--- config.mk ---
export PLATFORM = sky130hd
export DESIGN_NAME = pbch_ibar_detector
export DESIGN_NICKNAME = d
export VERILOG_FILES = /design/src/design/chest_pkg.sv /design/src/design/dmrs_hypothesis.sv /design/src/design/ibar_selector.sv /design/src/design/pbch_dmrs_seq_gen.sv /design/src/design/pbch_ibar_detector.sv /design/src/design/pbch_pilot_extractor.sv
export SDC_FILE = /design/constraint.sdc
export NUM_CORES = 2
export LEC_CHECK = 0
export BUFFER_PORTS_ARGS = -buffer_cell sky130_fd_sc_hd__buf_4
export CELL_PAD_IN_SITES_DETAIL_PLACEMENT = 0
export CELL_PAD_IN_SITES_GLOBAL_PLACEMENT = 1
export CORE_ASPECT_RATIO = 0.9
export CORE_MARGIN = 3
export CORE_UTILIZATION = 55
export CTS_BUF_LIST = sky130_fd_sc_hd__clkbuf_2
export DETAILED_ROUTE_END_ITERATION = 8
export PLACE_DENSITY = 0.87
export RECOVER_POWER = 25
export SLEW_MARGIN = 20
export SYNTH_ARGS = -nofsm -noshare
export SYNTH_HDL_FRONTEND = slang
export SYNTH_SLANG_ARGS = --single-unit
--- constraint.sdc ---
create_clock -name clk_i -period 17.1 [get_ports clk_i]
set_clock_uncertainty 0.1 [all_clocks]
set_input_delay 1.71 -clock clk_i [delete_from_list [all_inputs] [get_ports clk_i]]
set_output_delay 1.71 -clock clk_i [all_outputs]
set_load 0.05 [all_outputs]
--- src/design/chest_pkg.sv ---
`default_nettype none

package chest_pkg;

    localparam int SAMPLE_W      = 32;
    localparam int FFT_LEN       = 256;
    localparam int NUM_IBAR      = 8;
    localparam int PILOT_SPACING = 4;
    localparam int NUM_PILOTS    = 64;
    // Gold sequence offset Nc
    localparam int GOLD_NC       = 1600;
    localparam int LFSR_N        = 31;

    // real part in [15:0], imaginary part in [31:16]
    typedef logic [SAMPLE_W-1:0] sample_t;
    typedef logic [9:0]          n_id_t;
    typedef logic [2:0]          ibar_t;
    // bit 1 carries c(2m), bit 0 carries c(2m+1)
    typedef logic [1:0]          dmrs_pair_t;
    typedef logic [5:0]          pilot_idx_t;
    typedef logic signed [8:0]   corr_t;
    typedef logic [7:0]          corr_mag_t;

    typedef enum logic [2:0] {
        GEN_IDLE,
        GEN_LOAD,
        GEN_SKIP,
        GEN_STORE,
        GEN_DONE
    } gen_state_e;

    typedef enum logic [1:0] {
        DET_WAIT,
        DET_ACCUM,
        DET_FLUSH
    } det_state_e;

    typedef enum logic [1:0] {
        SEL_IDLE,
        SEL_SCAN,
        SEL_REPORT
    } sel_state_e;

endpackage

`default_nettype wire

--- src/design/dmrs_hypothesis.sv ---
`timescale 1ns/1ps
`default_nettype none

module dmrs_hypothesis #(
    parameter chest_pkg::ibar_t IBAR = '0
) (
    input  wire logic                                        clk_i,
    input  wire logic                                        reset_ni,
    input  wire chest_pkg::n_id_t                            n_id_i,
    input  wire logic                                        n_id_valid_i,
    input  wire logic                                        lfsr_load_i,
    input  wire logic                                        lfsr_step_i,
    input  wire logic                                        x1_bit_i,
    input  wire logic                                        store_i,
    input  wire logic [$clog2(2*chest_pkg::NUM_PILOTS)-1:0]  store_bit_idx_i,
    input  wire logic                                        clear_i,
    input  wire logic                                        acc_i,
    input  wire chest_pkg::pilot_idx_t                       pilot_idx_i,
    input  wire chest_pkg::dmrs_pair_t                       demod_i,
    input  wire chest_pkg::dmrs_pair_t                       demod_rot_i,
    output chest_pkg::corr_mag_t                             corr_mag_o
);

    logic [chest_pkg::LFSR_N-1:0] c_init_q;
    logic [chest_pkg::LFSR_N-1:0] x2_q;
    logic                         even_bit_q;
    chest_pkg::dmrs_pair_t        dmrs_q [chest_pkg::NUM_PILOTS];
    chest_pkg::dmrs_pair_t        ref_pair;
    chest_pkg::corr_t             sum_q;
    chest_pkg::corr_t             sum_rot_q;
    chest_pkg::corr_mag_t         mag;
    chest_pkg::corr_mag_t         mag_rot;

    function automatic logic [chest_pkg::LFSR_N-1:0] calc_c_init(chest_pkg::n_id_t n_id);
        logic [31:0] ibar_p1;
        logic [31:0] full;
        ibar_p1 = 32'(IBAR) + 32'd1;
        full    = ((ibar_p1 * (32'(n_id[9:2]) + 32'd1)) << 11) + (ibar_p1 << 6)
                  + 32'(n_id[1:0]);
        return full[chest_pkg::LFSR_N-1:0];
    endfunction

    // +1 per matching bit, -1 per differing bit
    function automatic chest_pkg::corr_t pair_score(chest_pkg::dmrs_pair_t ref_p,
                                                    chest_pkg::dmrs_pair_t rx_p);
        chest_pkg::corr_t score;
        score = (ref_p[1] == rx_p[1]) ? 9'sd1 : -9'sd1;
        score = score + ((ref_p[0] == rx_p[0]) ? 9'sd1 : -9'sd1);
        return score;
    endfunction

    function automatic chest_pkg::corr_mag_t corr_abs(chest_pkg::corr_t value);
        chest_pkg::corr_t pos;
        pos = (value < 0) ? -value : value;
        return pos[$bits(chest_pkg::corr_mag_t)-1:0];
    endfunction

    always_ff @(posedge clk_i) begin
        if (n_id_valid_i) begin
            c_init_q <= calc_c_init(n_id_i);
        end
        if (lfsr_load_i) begin
            x2_q <= c_init_q;
        end else if (lfsr_step_i) begin
            x2_q <= {x2_q[3] ^ x2_q[2] ^ x2_q[1] ^ x2_q[0], x2_q[chest_pkg::LFSR_N-1:1]};
        end
    end

    // hold c(2m) until c(2m+1) arrives, then write the whole pair
    always_ff @(posedge clk_i) begin
        if (store_i) begin
            if (!store_bit_idx_i[0]) begin
                even_bit_q <= x1_bit_i ^ x2_q[0];
            end else begin
                dmrs_q[store_bit_idx_i[$clog2(2*chest_pkg::NUM_PILOTS)-1:1]] <=
                    {even_bit_q, x1_bit_i ^ x2_q[0]};
            end
        end
    end

    assign ref_pair = dmrs_q[pilot_idx_i];

    always_ff @(posedge clk_i) begin
        if (!reset_ni || clear_i) begin
            sum_q     <= '0;
            sum_rot_q <= '0;
        end else if (acc_i) begin
            sum_q     <= sum_q + pair_score(ref_pair, demod_i);
            sum_rot_q <= sum_rot_q + pair_score(ref_pair, demod_rot_i);
        end
    end

    assign mag        = corr_abs(sum_q);
    assign mag_rot    = corr_abs(sum_rot_q);
    assign corr_mag_o = (mag_rot > mag) ? mag_rot : mag;

endmodule

`default_nettype wire

--- src/design/ibar_selector.sv ---
`timescale 1ns/1ps
`default_nettype none

module ibar_selector (
    input  wire logic                  clk_i,
    input  wire logic                  reset_ni,
    input  wire logic                  symbol_done_i,
    input  wire chest_pkg::corr_mag_t  corr_mag_i [chest_pkg::NUM_IBAR],
    output chest_pkg::ibar_t           ibar_o,
    output chest_pkg::corr_mag_t       peak_o,
    output logic                       ibar_valid_o
);

    chest_pkg::sel_state_e  state_q;
    chest_pkg::ibar_t       idx_q;
    chest_pkg::ibar_t       best_idx_q;
    chest_pkg::corr_mag_t   best_mag_q;

    always_ff @(posedge clk_i) begin
        if (!reset_ni) begin
            state_q    <= chest_pkg::SEL_IDLE;
            idx_q      <= '0;
            best_idx_q <= '0;
            best_mag_q <= '0;
        end else begin
            case (state_q)
                chest_pkg::SEL_IDLE: begin
                    if (symbol_done_i) begin
                        idx_q      <= '0;
                        best_idx_q <= '0;
                        best_mag_q <= '0;
                        state_q    <= chest_pkg::SEL_SCAN;
                    end
                end
                chest_pkg::SEL_SCAN: begin
                    // strictly greater, so ties stay with the lower index
                    if (corr_mag_i[idx_q] > best_mag_q) begin
                        best_idx_q <= idx_q;
                        best_mag_q <= corr_mag_i[idx_q];
                    end
                    idx_q <= idx_q + 1'b1;
                    if (idx_q == chest_pkg::ibar_t'(chest_pkg::NUM_IBAR - 1)) begin
                        state_q <= chest_pkg::SEL_REPORT;
                    end
                end
                default: begin
                    state_q <= chest_pkg::SEL_IDLE;
                end
            endcase
        end
    end

    assign ibar_o       = best_idx_q;
    assign peak_o       = best_mag_q;
    assign ibar_valid_o = (state_q == chest_pkg::SEL_REPORT);

endmodule

`default_nettype wire

--- src/design/pbch_dmrs_seq_gen.sv ---
`timescale 1ns/1ps
`default_nettype none

module pbch_dmrs_seq_gen (
    input  wire logic                                        clk_i,
    input  wire logic                                        reset_ni,
    input  wire logic                                        n_id_valid_i,
    output logic                                             lfsr_load_o,
    output logic                                             lfsr_step_o,
    output logic                                             x1_bit_o,
    output logic                                             store_o,
    output logic [$clog2(2*chest_pkg::NUM_PILOTS)-1:0]       store_bit_idx_o,
    output logic                                             dmrs_ready_o
);

    chest_pkg::gen_state_e                   state_q;
    logic [$clog2(chest_pkg::GOLD_NC)-1:0]   cnt_q;
    logic [chest_pkg::LFSR_N-1:0]            x1_q;

    always_ff @(posedge clk_i) begin
        if (!reset_ni) begin
            state_q <= chest_pkg::GEN_IDLE;
            cnt_q   <= '0;
        end else if (n_id_valid_i) begin
            // a new cell ID restarts generation from any state
            state_q <= chest_pkg::GEN_LOAD;
            cnt_q   <= '0;
        end else begin
            case (state_q)
                chest_pkg::GEN_LOAD: begin
                    state_q <= chest_pkg::GEN_SKIP;
                end
                chest_pkg::GEN_SKIP: begin
                    if (cnt_q == chest_pkg::GOLD_NC - 1) begin
                        cnt_q   <= '0;
                        state_q <= chest_pkg::GEN_STORE;
                    end else begin
                        cnt_q <= cnt_q + 1'b1;
                    end
                end
                chest_pkg::GEN_STORE: begin
                    if (cnt_q == 2 * chest_pkg::NUM_PILOTS - 1) begin
                        state_q <= chest_pkg::GEN_DONE;
                    end
                    cnt_q <= cnt_q + 1'b1;
                end
                default: begin
                    state_q <= state_q;
                end
            endcase
        end
    end

    // x1 is common to every hypothesis, x1(0) = 1 and the rest zero
    always_ff @(posedge clk_i) begin
        if (state_q == chest_pkg::GEN_LOAD) begin
            x1_q <= {{(chest_pkg::LFSR_N-1){1'b0}}, 1'b1};
        end else if (lfsr_step_o) begin
            x1_q <= {x1_q[3] ^ x1_q[0], x1_q[chest_pkg::LFSR_N-1:1]};
        end
    end

    assign lfsr_load_o     = (state_q == chest_pkg::GEN_LOAD);
    assign lfsr_step_o     = (state_q == chest_pkg::GEN_SKIP) || (state_q == chest_pkg::GEN_STORE);
    assign store_o         = (state_q == chest_pkg::GEN_STORE);
    assign store_bit_idx_o = cnt_q[$clog2(2*chest_pkg::NUM_PILOTS)-1:0];
    assign x1_bit_o        = x1_q[0];
    assign dmrs_ready_o    = (state_q == chest_pkg::GEN_DONE);

endmodule

`default_nettype wire

--- src/design/pbch_ibar_detector.sv ---
`timescale 1ns/1ps
`default_nettype none

module pbch_ibar_detector (
    input  wire logic                  clk_i,
    input  wire logic                  reset_ni,
    input  wire chest_pkg::n_id_t      n_id_i,
    input  wire logic                  n_id_valid_i,
    input  wire chest_pkg::sample_t    sample_i,
    input  wire logic                  sample_valid_i,
    input  wire logic                  pbch_start_i,
    output logic                       dmrs_ready_o,
    output chest_pkg::ibar_t           ibar_o,
    output chest_pkg::corr_mag_t       peak_o,
    output logic                       ibar_valid_o
);

    logic                                            lfsr_load;
    logic                                            lfsr_step;
    logic                                            x1_bit;
    logic                                            store;
    logic [$clog2(2*chest_pkg::NUM_PILOTS)-1:0]      store_bit_idx;
    logic                                            clear;
    logic                                            acc;
    chest_pkg::pilot_idx_t                           pilot_idx;
    chest_pkg::dmrs_pair_t                           demod;
    chest_pkg::dmrs_pair_t                           demod_rot;
    logic                                            symbol_done;
    chest_pkg::corr_mag_t                            corr_mag [chest_pkg::NUM_IBAR];

    pbch_dmrs_seq_gen u_seq_gen (
        .clk_i           (clk_i),
        .reset_ni        (reset_ni),
        .n_id_valid_i    (n_id_valid_i),
        .lfsr_load_o     (lfsr_load),
        .lfsr_step_o     (lfsr_step),
        .x1_bit_o        (x1_bit),
        .store_o         (store),
        .store_bit_idx_o (store_bit_idx),
        .dmrs_ready_o    (dmrs_ready_o)
    );

    pbch_pilot_extractor u_extractor (
        .clk_i          (clk_i),
        .reset_ni       (reset_ni),
        .n_id_i         (n_id_i),
        .n_id_valid_i   (n_id_valid_i),
        .dmrs_ready_i   (dmrs_ready_o),
        .sample_i       (sample_i),
        .sample_valid_i (sample_valid_i),
        .pbch_start_i   (pbch_start_i),
        .clear_o        (clear),
        .acc_o          (acc),
        .pilot_idx_o    (pilot_idx),
        .demod_o        (demod),
        .demod_rot_o    (demod_rot),
        .symbol_done_o  (symbol_done)
    );

    // one branch per ibar hypothesis
    for (genvar g = 0; g < chest_pkg::NUM_IBAR; g++) begin : g_hyp
        dmrs_hypothesis #(
            .IBAR (chest_pkg::ibar_t'(g))
        ) u_hyp (
            .clk_i           (clk_i),
            .reset_ni        (reset_ni),
            .n_id_i          (n_id_i),
            .n_id_valid_i    (n_id_valid_i),
            .lfsr_load_i     (lfsr_load),
            .lfsr_step_i     (lfsr_step),
            .x1_bit_i        (x1_bit),
            .store_i         (store),
            .store_bit_idx_i (store_bit_idx),
            .clear_i         (clear),
            .acc_i           (acc),
            .pilot_idx_i     (pilot_idx),
            .demod_i         (demod),
            .demod_rot_i     (demod_rot),
            .corr_mag_o      (corr_mag[g])
        );
    end

    ibar_selector u_selector (
        .clk_i         (clk_i),
        .reset_ni      (reset_ni),
        .symbol_done_i (symbol_done),
        .corr_mag_i    (corr_mag),
        .ibar_o        (ibar_o),
        .peak_o        (peak_o),
        .ibar_valid_o  (ibar_valid_o)
    );

endmodule

`default_nettype wire

--- src/design/pbch_pilot_extractor.sv ---
`timescale 1ns/1ps
`default_nettype none

module pbch_pilot_extractor (
    input  wire logic                  clk_i,
    input  wire logic                  reset_ni,
    input  wire chest_pkg::n_id_t      n_id_i,
    input  wire logic                  n_id_valid_i,
    input  wire logic                  dmrs_ready_i,
    input  wire chest_pkg::sample_t    sample_i,
    input  wire logic                  sample_valid_i,
    input  wire logic                  pbch_start_i,
    output logic                       clear_o,
    output logic                       acc_o,
    output chest_pkg::pilot_idx_t      pilot_idx_o,
    output chest_pkg::dmrs_pair_t      demod_o,
    output chest_pkg::dmrs_pair_t      demod_rot_o,
    output logic                       symbol_done_o
);

    chest_pkg::det_state_e                    state_q;
    logic [$clog2(chest_pkg::FFT_LEN)-1:0]    sc_cnt_q;
    logic [$clog2(chest_pkg::FFT_LEN)-1:0]    sc_q;
    chest_pkg::pilot_idx_t                    pilot_cnt_q;
    chest_pkg::sample_t                       sample_q;
    logic [1:0]                               nu_q;
    logic                                     take_q;
    logic                                     last_pilot_q;
    logic                                     take;
    logic                                     sign_re;
    logic                                     sign_im;

    assign clear_o = (state_q == chest_pkg::DET_WAIT) && pbch_start_i && sample_valid_i
                     && dmrs_ready_i;
    assign take    = clear_o || ((state_q == chest_pkg::DET_ACCUM) && sample_valid_i);

    always_ff @(posedge clk_i) begin
        if (!reset_ni) begin
            state_q  <= chest_pkg::DET_WAIT;
            sc_cnt_q <= '0;
        end else begin
            case (state_q)
                chest_pkg::DET_WAIT: begin
                    if (clear_o) begin
                        // the start sample itself is subcarrier 0
                        sc_cnt_q <= 1;
                        state_q  <= chest_pkg::DET_ACCUM;
                    end
                end
                chest_pkg::DET_ACCUM: begin
                    if (sample_valid_i) begin
                        sc_cnt_q <= sc_cnt_q + 1'b1;
                        if (sc_cnt_q == chest_pkg::FFT_LEN - 1) begin
                            state_q <= chest_pkg::DET_FLUSH;
                        end
                    end
                end
                default: begin
                    // hold off a new start until the selector has read all magnitudes
                    if (sc_cnt_q == chest_pkg::NUM_IBAR + 2) begin
                        sc_cnt_q <= '0;
                        state_q  <= chest_pkg::DET_WAIT;
                    end else begin
                        sc_cnt_q <= sc_cnt_q + 1'b1;
                    end
                end
            endcase
        end
    end

    // one register stage between the sample input and the pilot strobes
    always_ff @(posedge clk_i) begin
        sample_q <= sample_i;
        sc_q     <= sc_cnt_q;
        if (n_id_valid_i) begin
            nu_q <= n_id_i[1:0];
        end
    end

    always_ff @(posedge clk_i) begin
        if (!reset_ni) begin
            take_q        <= 1'b0;
            pilot_cnt_q   <= '0;
            last_pilot_q  <= 1'b0;
            symbol_done_o <= 1'b0;
        end else begin
            take_q        <= take;
            last_pilot_q  <= acc_o &&
                (pilot_cnt_q == chest_pkg::pilot_idx_t'(chest_pkg::NUM_PILOTS - 1));
            symbol_done_o <= last_pilot_q;
            if (clear_o) begin
                pilot_cnt_q <= '0;
            end else if (acc_o) begin
                pilot_cnt_q <= pilot_cnt_q + 1'b1;
            end
        end
    end

    assign acc_o       = take_q && (sc_q[$clog2(chest_pkg::PILOT_SPACING)-1:0] == nu_q);
    assign pilot_idx_o = pilot_cnt_q;

    // hard QPSK decision on the sign bits
    assign sign_re     = sample_q[chest_pkg::SAMPLE_W/2-1];
    assign sign_im     = sample_q[chest_pkg::SAMPLE_W-1];
    assign demod_o     = {sign_re, sign_im};
    assign demod_rot_o = {~sign_im, sign_re};

endmodule

`default_nettype wire

Word level (Yosys, flattened, before mapping)
Memories as Yosys holds them, arrays and structs flattened. A register that Yosys moved wholly into a read port is not among the register bits. Index checks and enable logic that the tools add are counted.

Register bits: 764. Bits in writable memories: 1024. Input port bits: 47. Output and inout port bits: 13. Logic and storage cells: 404. Memories: 8.

$add $sub $neg: 69. $mul: 4. Magnitude comparators: 26. Equality and inequality tests: 56. Mux-type cells: 119. Bitwise logic cells: 37. Reductions and logical operators: 28.

Memories: g_hyp[0].u_hyp.dmrs_q (depth 64, bits a word 2, rd ports 1, clocked after memory_dff 1, write ports 1, line dmrs_hypothesis.sv:27) `chest_pkg::dmrs_pair_t dmrs_q [chest_pkg::NUM_PILOTS];`; g_hyp[1].u_hyp.dmrs_q (depth 64, bits a word 2, rd ports 1, clocked after memory_dff 1, write ports 1, line dmrs_hypothesis.sv:27); g_hyp[2].u_hyp.dmrs_q (depth 64, bits a word 2, rd ports 1, clocked after memory_dff 1, write ports 1, line dmrs_hypothesis.sv:27); g_hyp[3].u_hyp.dmrs_q (depth 64, bits a word 2, rd ports 1, clocked after memory_dff 1, write ports 1, line dmrs_hypothesis.sv:27); g_hyp[4].u_hyp.dmrs_q (depth 64, bits a word 2, rd ports 1, clocked after memory_dff 1, write ports 1, line dmrs_hypothesis.sv:27); g_hyp[5].u_hyp.dmrs_q (depth 64, bits a word 2, rd ports 1, clocked after memory_dff 1, write ports 1, line dmrs_hypothesis.sv:27); +2 memories.

Operator list (number): $mux 31 (16); $add 9x9->9 (32); $mux 9 (32); $add 31x2->31 (8); $mux 8 (31); $lt 9x1->1 const B (16); $neg 8->8 (16); $add 31x9->31 const B (4); $mux 6 (16); $gt 8x8->1 (9); $mul 3x32->20 const A (2); $add 31x8->31 const B (2); $xor 1x1->1 (33); $eq 1x1->1 (32); $mul 2x32->19 const A (1); $mul 2x32->20 const A (1); $pmux 8 s2 (2); $add 31x10->31 const B (1); $add 31x7->31 const B (1); $bmux 8 s3 (1); $pmux 11 s2 (1); $mux 2 (6); $mux 3 (4); $pmux 3 s2 (2); other kinds (38) (70).

Logic depth before layout (Yosys ltp)
Depth after elaboration: 10. Mapped depth: 25. Gate-level depth less buffers: 23.

Hierarchy
Synthesis repeated with hierarchy kept, for this count alone.

Cell total of the unflattened synthesis: 6145. Area total of the unflattened synthesis: 81037.7 sq um.

By module, submodules not included: dmrs_hypothesis (g_hyp[6].u_hyp) (instances 1, cells each 719, area an instance 9786.9 sq um, sequential area each 5585.4 sq um); dmrs_hypothesis (g_hyp[2].u_hyp) (instances 1, cells each 744, area an instance 9785.6 sq um, sequential area each 5555.3 sq um); dmrs_hypothesis (g_hyp[4].u_hyp) (instances 1, cells each 719, area an instance 9714.3 sq um, sequential area each 5585.4 sq um); dmrs_hypothesis (g_hyp[5].u_hyp) (instances 1, cells each 734, area an instance 9685.5 sq um, sequential area each 5555.3 sq um); dmrs_hypothesis (g_hyp[7].u_hyp) (instances 1, cells each 751, area an instance 9655.5 sq um, sequential area each 5495.3 sq um); dmrs_hypothesis (g_hyp[1].u_hyp) (instances 1, cells each 681, area an instance 9389.0 sq um, sequential area each 5495.3 sq um); dmrs_hypothesis (g_hyp[3].u_hyp) (instances 1, cells each 694, area an instance 9381.5 sq um, sequential area each 5495.3 sq um); dmrs_hypothesis (g_hyp[0].u_hyp) (instances 1, cells each 698, area an instance 9356.5 sq um, sequential area each 5495.3 sq um); pbch_dmrs_seq_gen (instances 1, cells each 171, area an instance 1707.9 sq um, sequential area each 900.9 sq um); ibar_selector (instances 1, cells each 127, area an instance 1432.6 sq um, sequential area each 320.3 sq um); pbch_pilot_extractor (instances 1, cells each 107, area an instance 1142.3 sq um, sequential area each 520.5 sq um).

Worst setup path before layout
OpenSTA, ideal clock, no wires.

Path kind: reg2reg. From: reg u_seq_gen.state_q[0]. To: reg g_hyp[0].u_hyp.x2_q[0] in the netlist's numbering (enable). Setup time: 0.861 ns. Arrival time: 10.877 ns. Data required time: 16.139 ns. Setup slack: 5.262 ns. Stages on the path, launching flop included: 4. Path buffers: 1. Clock period less this slack: 11.838 ns. Path through: dfxtp_1 > clkbuf_1 > nor2_1 > nor2_1.

Word-level cells in the longest chain between the ends: 3. Elaborated cells between the ends (all ways): 5. Classes of those cells: eq/ne (3); reduce/logical (2).

RTL lines: start, declared (line pbch_dmrs_seq_gen.sv:16) `chest_pkg::gen_state_e state_q;`; start signal, assigned (line pbch_dmrs_seq_gen.sv:22) `state_q <= chest_pkg::GEN_IDLE;`; start signal, assigned (line pbch_dmrs_seq_gen.sv:26) `state_q <= chest_pkg::GEN_LOAD;`; start signal, assigned (line pbch_dmrs_seq_gen.sv:31) `state_q <= chest_pkg::GEN_SKIP;`; $eq 3x2->1 (line pbch_dmrs_seq_gen.sv:64) `assign lfsr_step_o = (state_q == chest_pkg::GEN_SKIP) || (state_q == chest_pkg::GEN_STORE);`; $logic_or 1x1->1 (line pbch_dmrs_seq_gen.sv:64); $reduce_bool 2->1 (no source line) *; end signal, assigned (line dmrs_hypothesis.sv:63) `x2_q <= c_init_q;`; end signal, assigned (line dmrs_hypothesis.sv:65) `x2_q <= {x2_q[3] ^ x2_q[2] ^ x2_q[1] ^ x2_q[0], x2_q[chest_pkg::LFSR_N-1:1]};`; end, declared (line dmrs_hypothesis.sv:25) `logic [chest_pkg::LFSR_N-1:0] x2_q;`.

Every way passes the cells marked *; elsewhere a longest branch is shown, timed or not. A chain may end at the register's enable or synchronous reset.

Worst setup path after layout
From: reg u_seq_gen.state_q[0]. To: reg g_hyp[7].u_hyp.x2_q[15] in the netlist's numbering, data pin.

Word-level cells in the longest chain between the ends: 2.

RTL lines: $eq 3x1->1 (line pbch_dmrs_seq_gen.sv:63) `assign lfsr_load_o = (state_q == chest_pkg::GEN_LOAD);`; $mux 31 (line dmrs_hypothesis.sv:62) `if (lfsr_load_i) begin`; end signal, assigned (line dmrs_hypothesis.sv:63); end signal, assigned (line dmrs_hypothesis.sv:65); end, declared (line dmrs_hypothesis.sv:25).

No other way between the ends.

==> impl_results.md <==
* Die ar. at 0.1361 mm²
* CP Max Fanout at 221
* Die W at 388.5 µm
* Global route overflow at 0
* Setup violations, final at 0
* P_leak at 28.00 nW
* Failing checks: capacitance limit, slew limit
* Pwr Density at 91.91 mW/mm²
* All-layer global routing usage at 23.81%
* R2R depth at 4
* Via density at 5.794
* Clk_lat worst skew at 1.67 ns
* Hold Violations, Final at 0
* Minimum clock period at 9.185 ns
* WL per Instance at 22.04 µm
* Worst slew pin tran at 9.076 ns
* Final WL at 160,300 µm
* Sequential element share of the synthesized area at 61.23%
* Worst r2r src: u_seq_gen.state_q[0]
* Synth Area in Compound Gates at 5.583%
* TNS Setup at 0 ns
* CP Cell Sequence: nor3b_1 -> clkbuf_1 -> nand2_1 -> nand2_1
* Share of cells above drive strength 1 at 20.28%
* Final period utilization at 53.71%
* Unrepaired setup endpoints after global routing: false
* Worst hold path startpoint: u_extractor.sc_cnt_q[1]
* Layout Cells excl Fill at 7,275
* Mapped Cells at 4,960
* CTS buffer count at 377
* Final GP Congestion at 0.8642
* Layout Nets at 5,735
* Average cell area after synthesis at 14.60 µm²
* Final slew viol count at 1,031
* Mapped Nets at 5,415
* Vias at 42,150
* Filler cells at 9,805
* Number of synthesized flops with an enable pin at 1,321
* Post-synthesis adder-cell area fraction at 8.125%
* VDD IR max at 75.02 µV
* RR Endpoint: g_hyp[7].u_hyp.x2_q[15]
* CP max stage delay at 6.27 ns
* Ports at 60
* CP required at 18.42 ns
* Worst setup EP type: flop
* DP HPWL at 95,540 µm
* TritonCTS clock tree: done
* Top cell type by total area after synthesis: edfxtp_1
* Top FF cell, synth: edfxtp_1
* Drt pass-1 iters at 6
* Netlist Area Pre-Place at 0.07244 mm²
* Core Footprint at 0.1300 mm²
* Worst path slowest cell: clkbuf_1
* Iteration-0 DRC Markers at 3,717
* Clock transition at path regs at 0.11 ns
* Reg-to-reg setup timing slack at 7.92 ns
* Number of routed nets with antenna violations at 0
* Largest net degree at the start of global routing at 222
* Vias in the first global route at 42,720
* Layout Area Growth over Synthesis at 8.186%
* Commonest non-fill, non-tap cells in the layout: 1,321 x edfxtp_1, 555 x clkbuf_2, 529 x nand2_1
* Synth warn at 0
* Max Fclk at 108.9 MHz
* WHS Endpoint: u_extractor.sc_q[1]
* Hold Path Cell Cnt at 0
* Die height at 350.3 µm
* Setup crit start kind: flop
* Port Buffer Count at 29
* Worst Path Arrival at 10.50 ns
* Standard-cell rows at 125
* XOR/XNOR Fraction of Synth Area at 4.292%
* Initial Utilization at 55.74%
* Synth cell types at 64
* CTS Root Cell: clkbuf_2
* Post-CTS Setup Inserts at 0
* CTS Sinks at 1,555
* DP Cell Count at 6,610
* Top cells by area, synth: edfxtp_1 55%, mux4_2 9.9%, dfxtp_1 6.5%, ha_1 5.3%, xnor2_1 3.0%
* Mux cell area share after synthesis at 10.81%
* Residual DRC at 0
* Kind of critical path: flop to flop
* Max Cap Viol at 16
* Worst hold path class: flop to flop
* Max transition margin at -505.1%
* Share of the synthesized area in the top cell type at 54.76%
* Initial antenna violation count at 4
* First-pass GRT wire length at 248,100 µm
* Yosys reg bits at 1,555
* Outcome: complete, but fails checks
* Main combinational cell family by area after synthesis: multiplexers
* Fraction of the mapped netlist area in simple logic gates at 7.861%
* Worst path most repeated cell: nand2_1
* Synth async-reset ratio at 0%
* CTS max path bufs at 4
* Clock H-tree levels at 5
* Most common library cell in the layout ignoring fill and taps: edfxtp_1
-- synthesized netlist by cell type (12+ instances only) --
cell,count
fa_1,104
a21oi_1,235
nor3_1,32
clkbuf_1,151
nand4_1,30
nand3_1,55
nand2_1,529
a21oi_2,16
a21boi_0,14
a211oi_1,40
nor2b_1,175
and2_1,19
o41ai_1,22
mux4_2,320
dfxtp_1,234
or2_2,35
o21ai_0,100
o31ai_1,33
o21a_1,33
a21o_1,46
buf_2,23
xor2_1,109
o211ai_1,12
nor2_1,260
edfxtp_1,1321
o21bai_1,22
ha_1,304
inv_1,165
nand2b_1,19
mux2i_1,42
a31oi_1,18
mux2_2,18
xnor2_1,246
or3_1,37
buf_1,39
-- cell type report --
cell class | count | area (µm²) | area share (%)
Sequential cell | 1555 | 44370 | 56.62
Antenna cell | 8 | 20.02 | 0.02555
Clock buffer | 555 | 2778 | 3.544
Inverter | 165 | 619.3 | 0.7903
Tap cell | 1714 | 2145 | 2.737
Timing Repair Buffer | 163 | 1140 | 1.454
Multi-Input combinational cell | 3018 | 26790 | 34.18
Clock inverter | 97 | 506.7 | 0.6466
-- metrics by stage --
step                area [µm²]  util, %  worst slack [ns]  hold WS [ns]  total power [W]
floorplan                72440        -             5.262        0.2825         0.004758
global placement         75110    57.79             9.503        0.3029         0.004876
detailed placement       75110    57.79             9.363        0.3148         0.004896
CTS                      78410    60.33             9.269       0.02003         0.007260
global route             78370    60.30             6.761       0.08885         0.007551
finish                   78370    60.30             7.915        0.2370         0.007203
-- how the worst max path moves through the flow --
| stage | startpoint | depth (start not counted) | slack, ns | endpoint |
|---|---|---|---|---|
| floorplan | u_seq_gen.state_q[0] | 3 | 5.26 | g_hyp[0].u_hyp.x2_q[0] |
| global placement | flop | 18 | 9.50 | g_hyp[4].u_hyp.sum_rot_q[8] |
| detailed placement | flop | 18 | 9.36 | g_hyp[4].u_hyp.sum_rot_q[8] |
| CTS | flop | 18 | 9.27 | g_hyp[4].u_hyp.sum_rot_q[8] |
| global route | u_seq_gen.state_q[0] | 4 | 6.76 | g_hyp[7].u_hyp.x2_q[15] |
| finish | u_seq_gen.state_q[0] | 4 | 7.92 | g_hyp[7].u_hyp.x2_q[15] |
-- cell families after synthesis --
logic type	Yosys count
AND/OR/NAND/NOR	1235
XOR/XNOR	355
multiplexers	380
adder cells (fa/ha/maj)	408
flip-flops	1555
AO/OA/AOI/OAI	640
buffers and inverters	387
-- power by group --
group	internal, W	switching (W)
clock network	0.000934	0.00144
logic	0.000206	0.000341
registers	0.00426	0.0000254
-- per-layer routing --
| layer | up-vias | GRT usage [%] | share of wire [%] |
|---|---|---|---|
| met2 | 1765 | 37.52 | 47 |
| li1 | 19310 | - | - |
| met1 | 20760 | 32.82 | 41 |
| met3 | 318 | 5.542 | 9.0 |
| met5 | - | 0 | 0 |
| met4 | 0 | 8.523 | 2.6 |
-- repair_timing --
item / CTS / global route
endpoints found under the hold margin: 2 / 0
hold buffers: 2 / 0
setup endpoints to repair: 0 / 0
gates resized for setup: 0 / 0
-- registers in the layout (all words and copies together), names as in the netlist, 2 cells and up, named ones only --
signal                   flops
u_selector.idx_q             3
u_selector.peak_o            8
g_hyp.u_hyp.dmrs_q        1024
g_hyp.u_hyp.sum_rot_q       72
g_hyp.u_hyp.even_bit_q       8
g_hyp.u_hyp.sum_q           72
g_hyp.u_hyp.c_init_q        41
u_extractor.sample_q         2
u_extractor.sc_q             2
g_hyp.u_hyp.x2_q           248
u_selector.ibar_o            3
u_seq_gen.x1_q              31
u_seq_gen.state_q            3
u_selector.state_q           2
u_extractor.pilot_idx_o      6
u_extractor.sc_cnt_q         8
u_seq_gen.cnt_q             11
u_extractor.state_q          2
-- critical path: cells and delay by family, from the launching register on --
kind / cells / cell delay (ns)
buffers and inverters: 1 / 6.27
AND/OR/NAND/NOR: 3 / 1.84
flip-flops: 1 / 0.62
No activity file was read; power rests on OpenSTA's default activity.
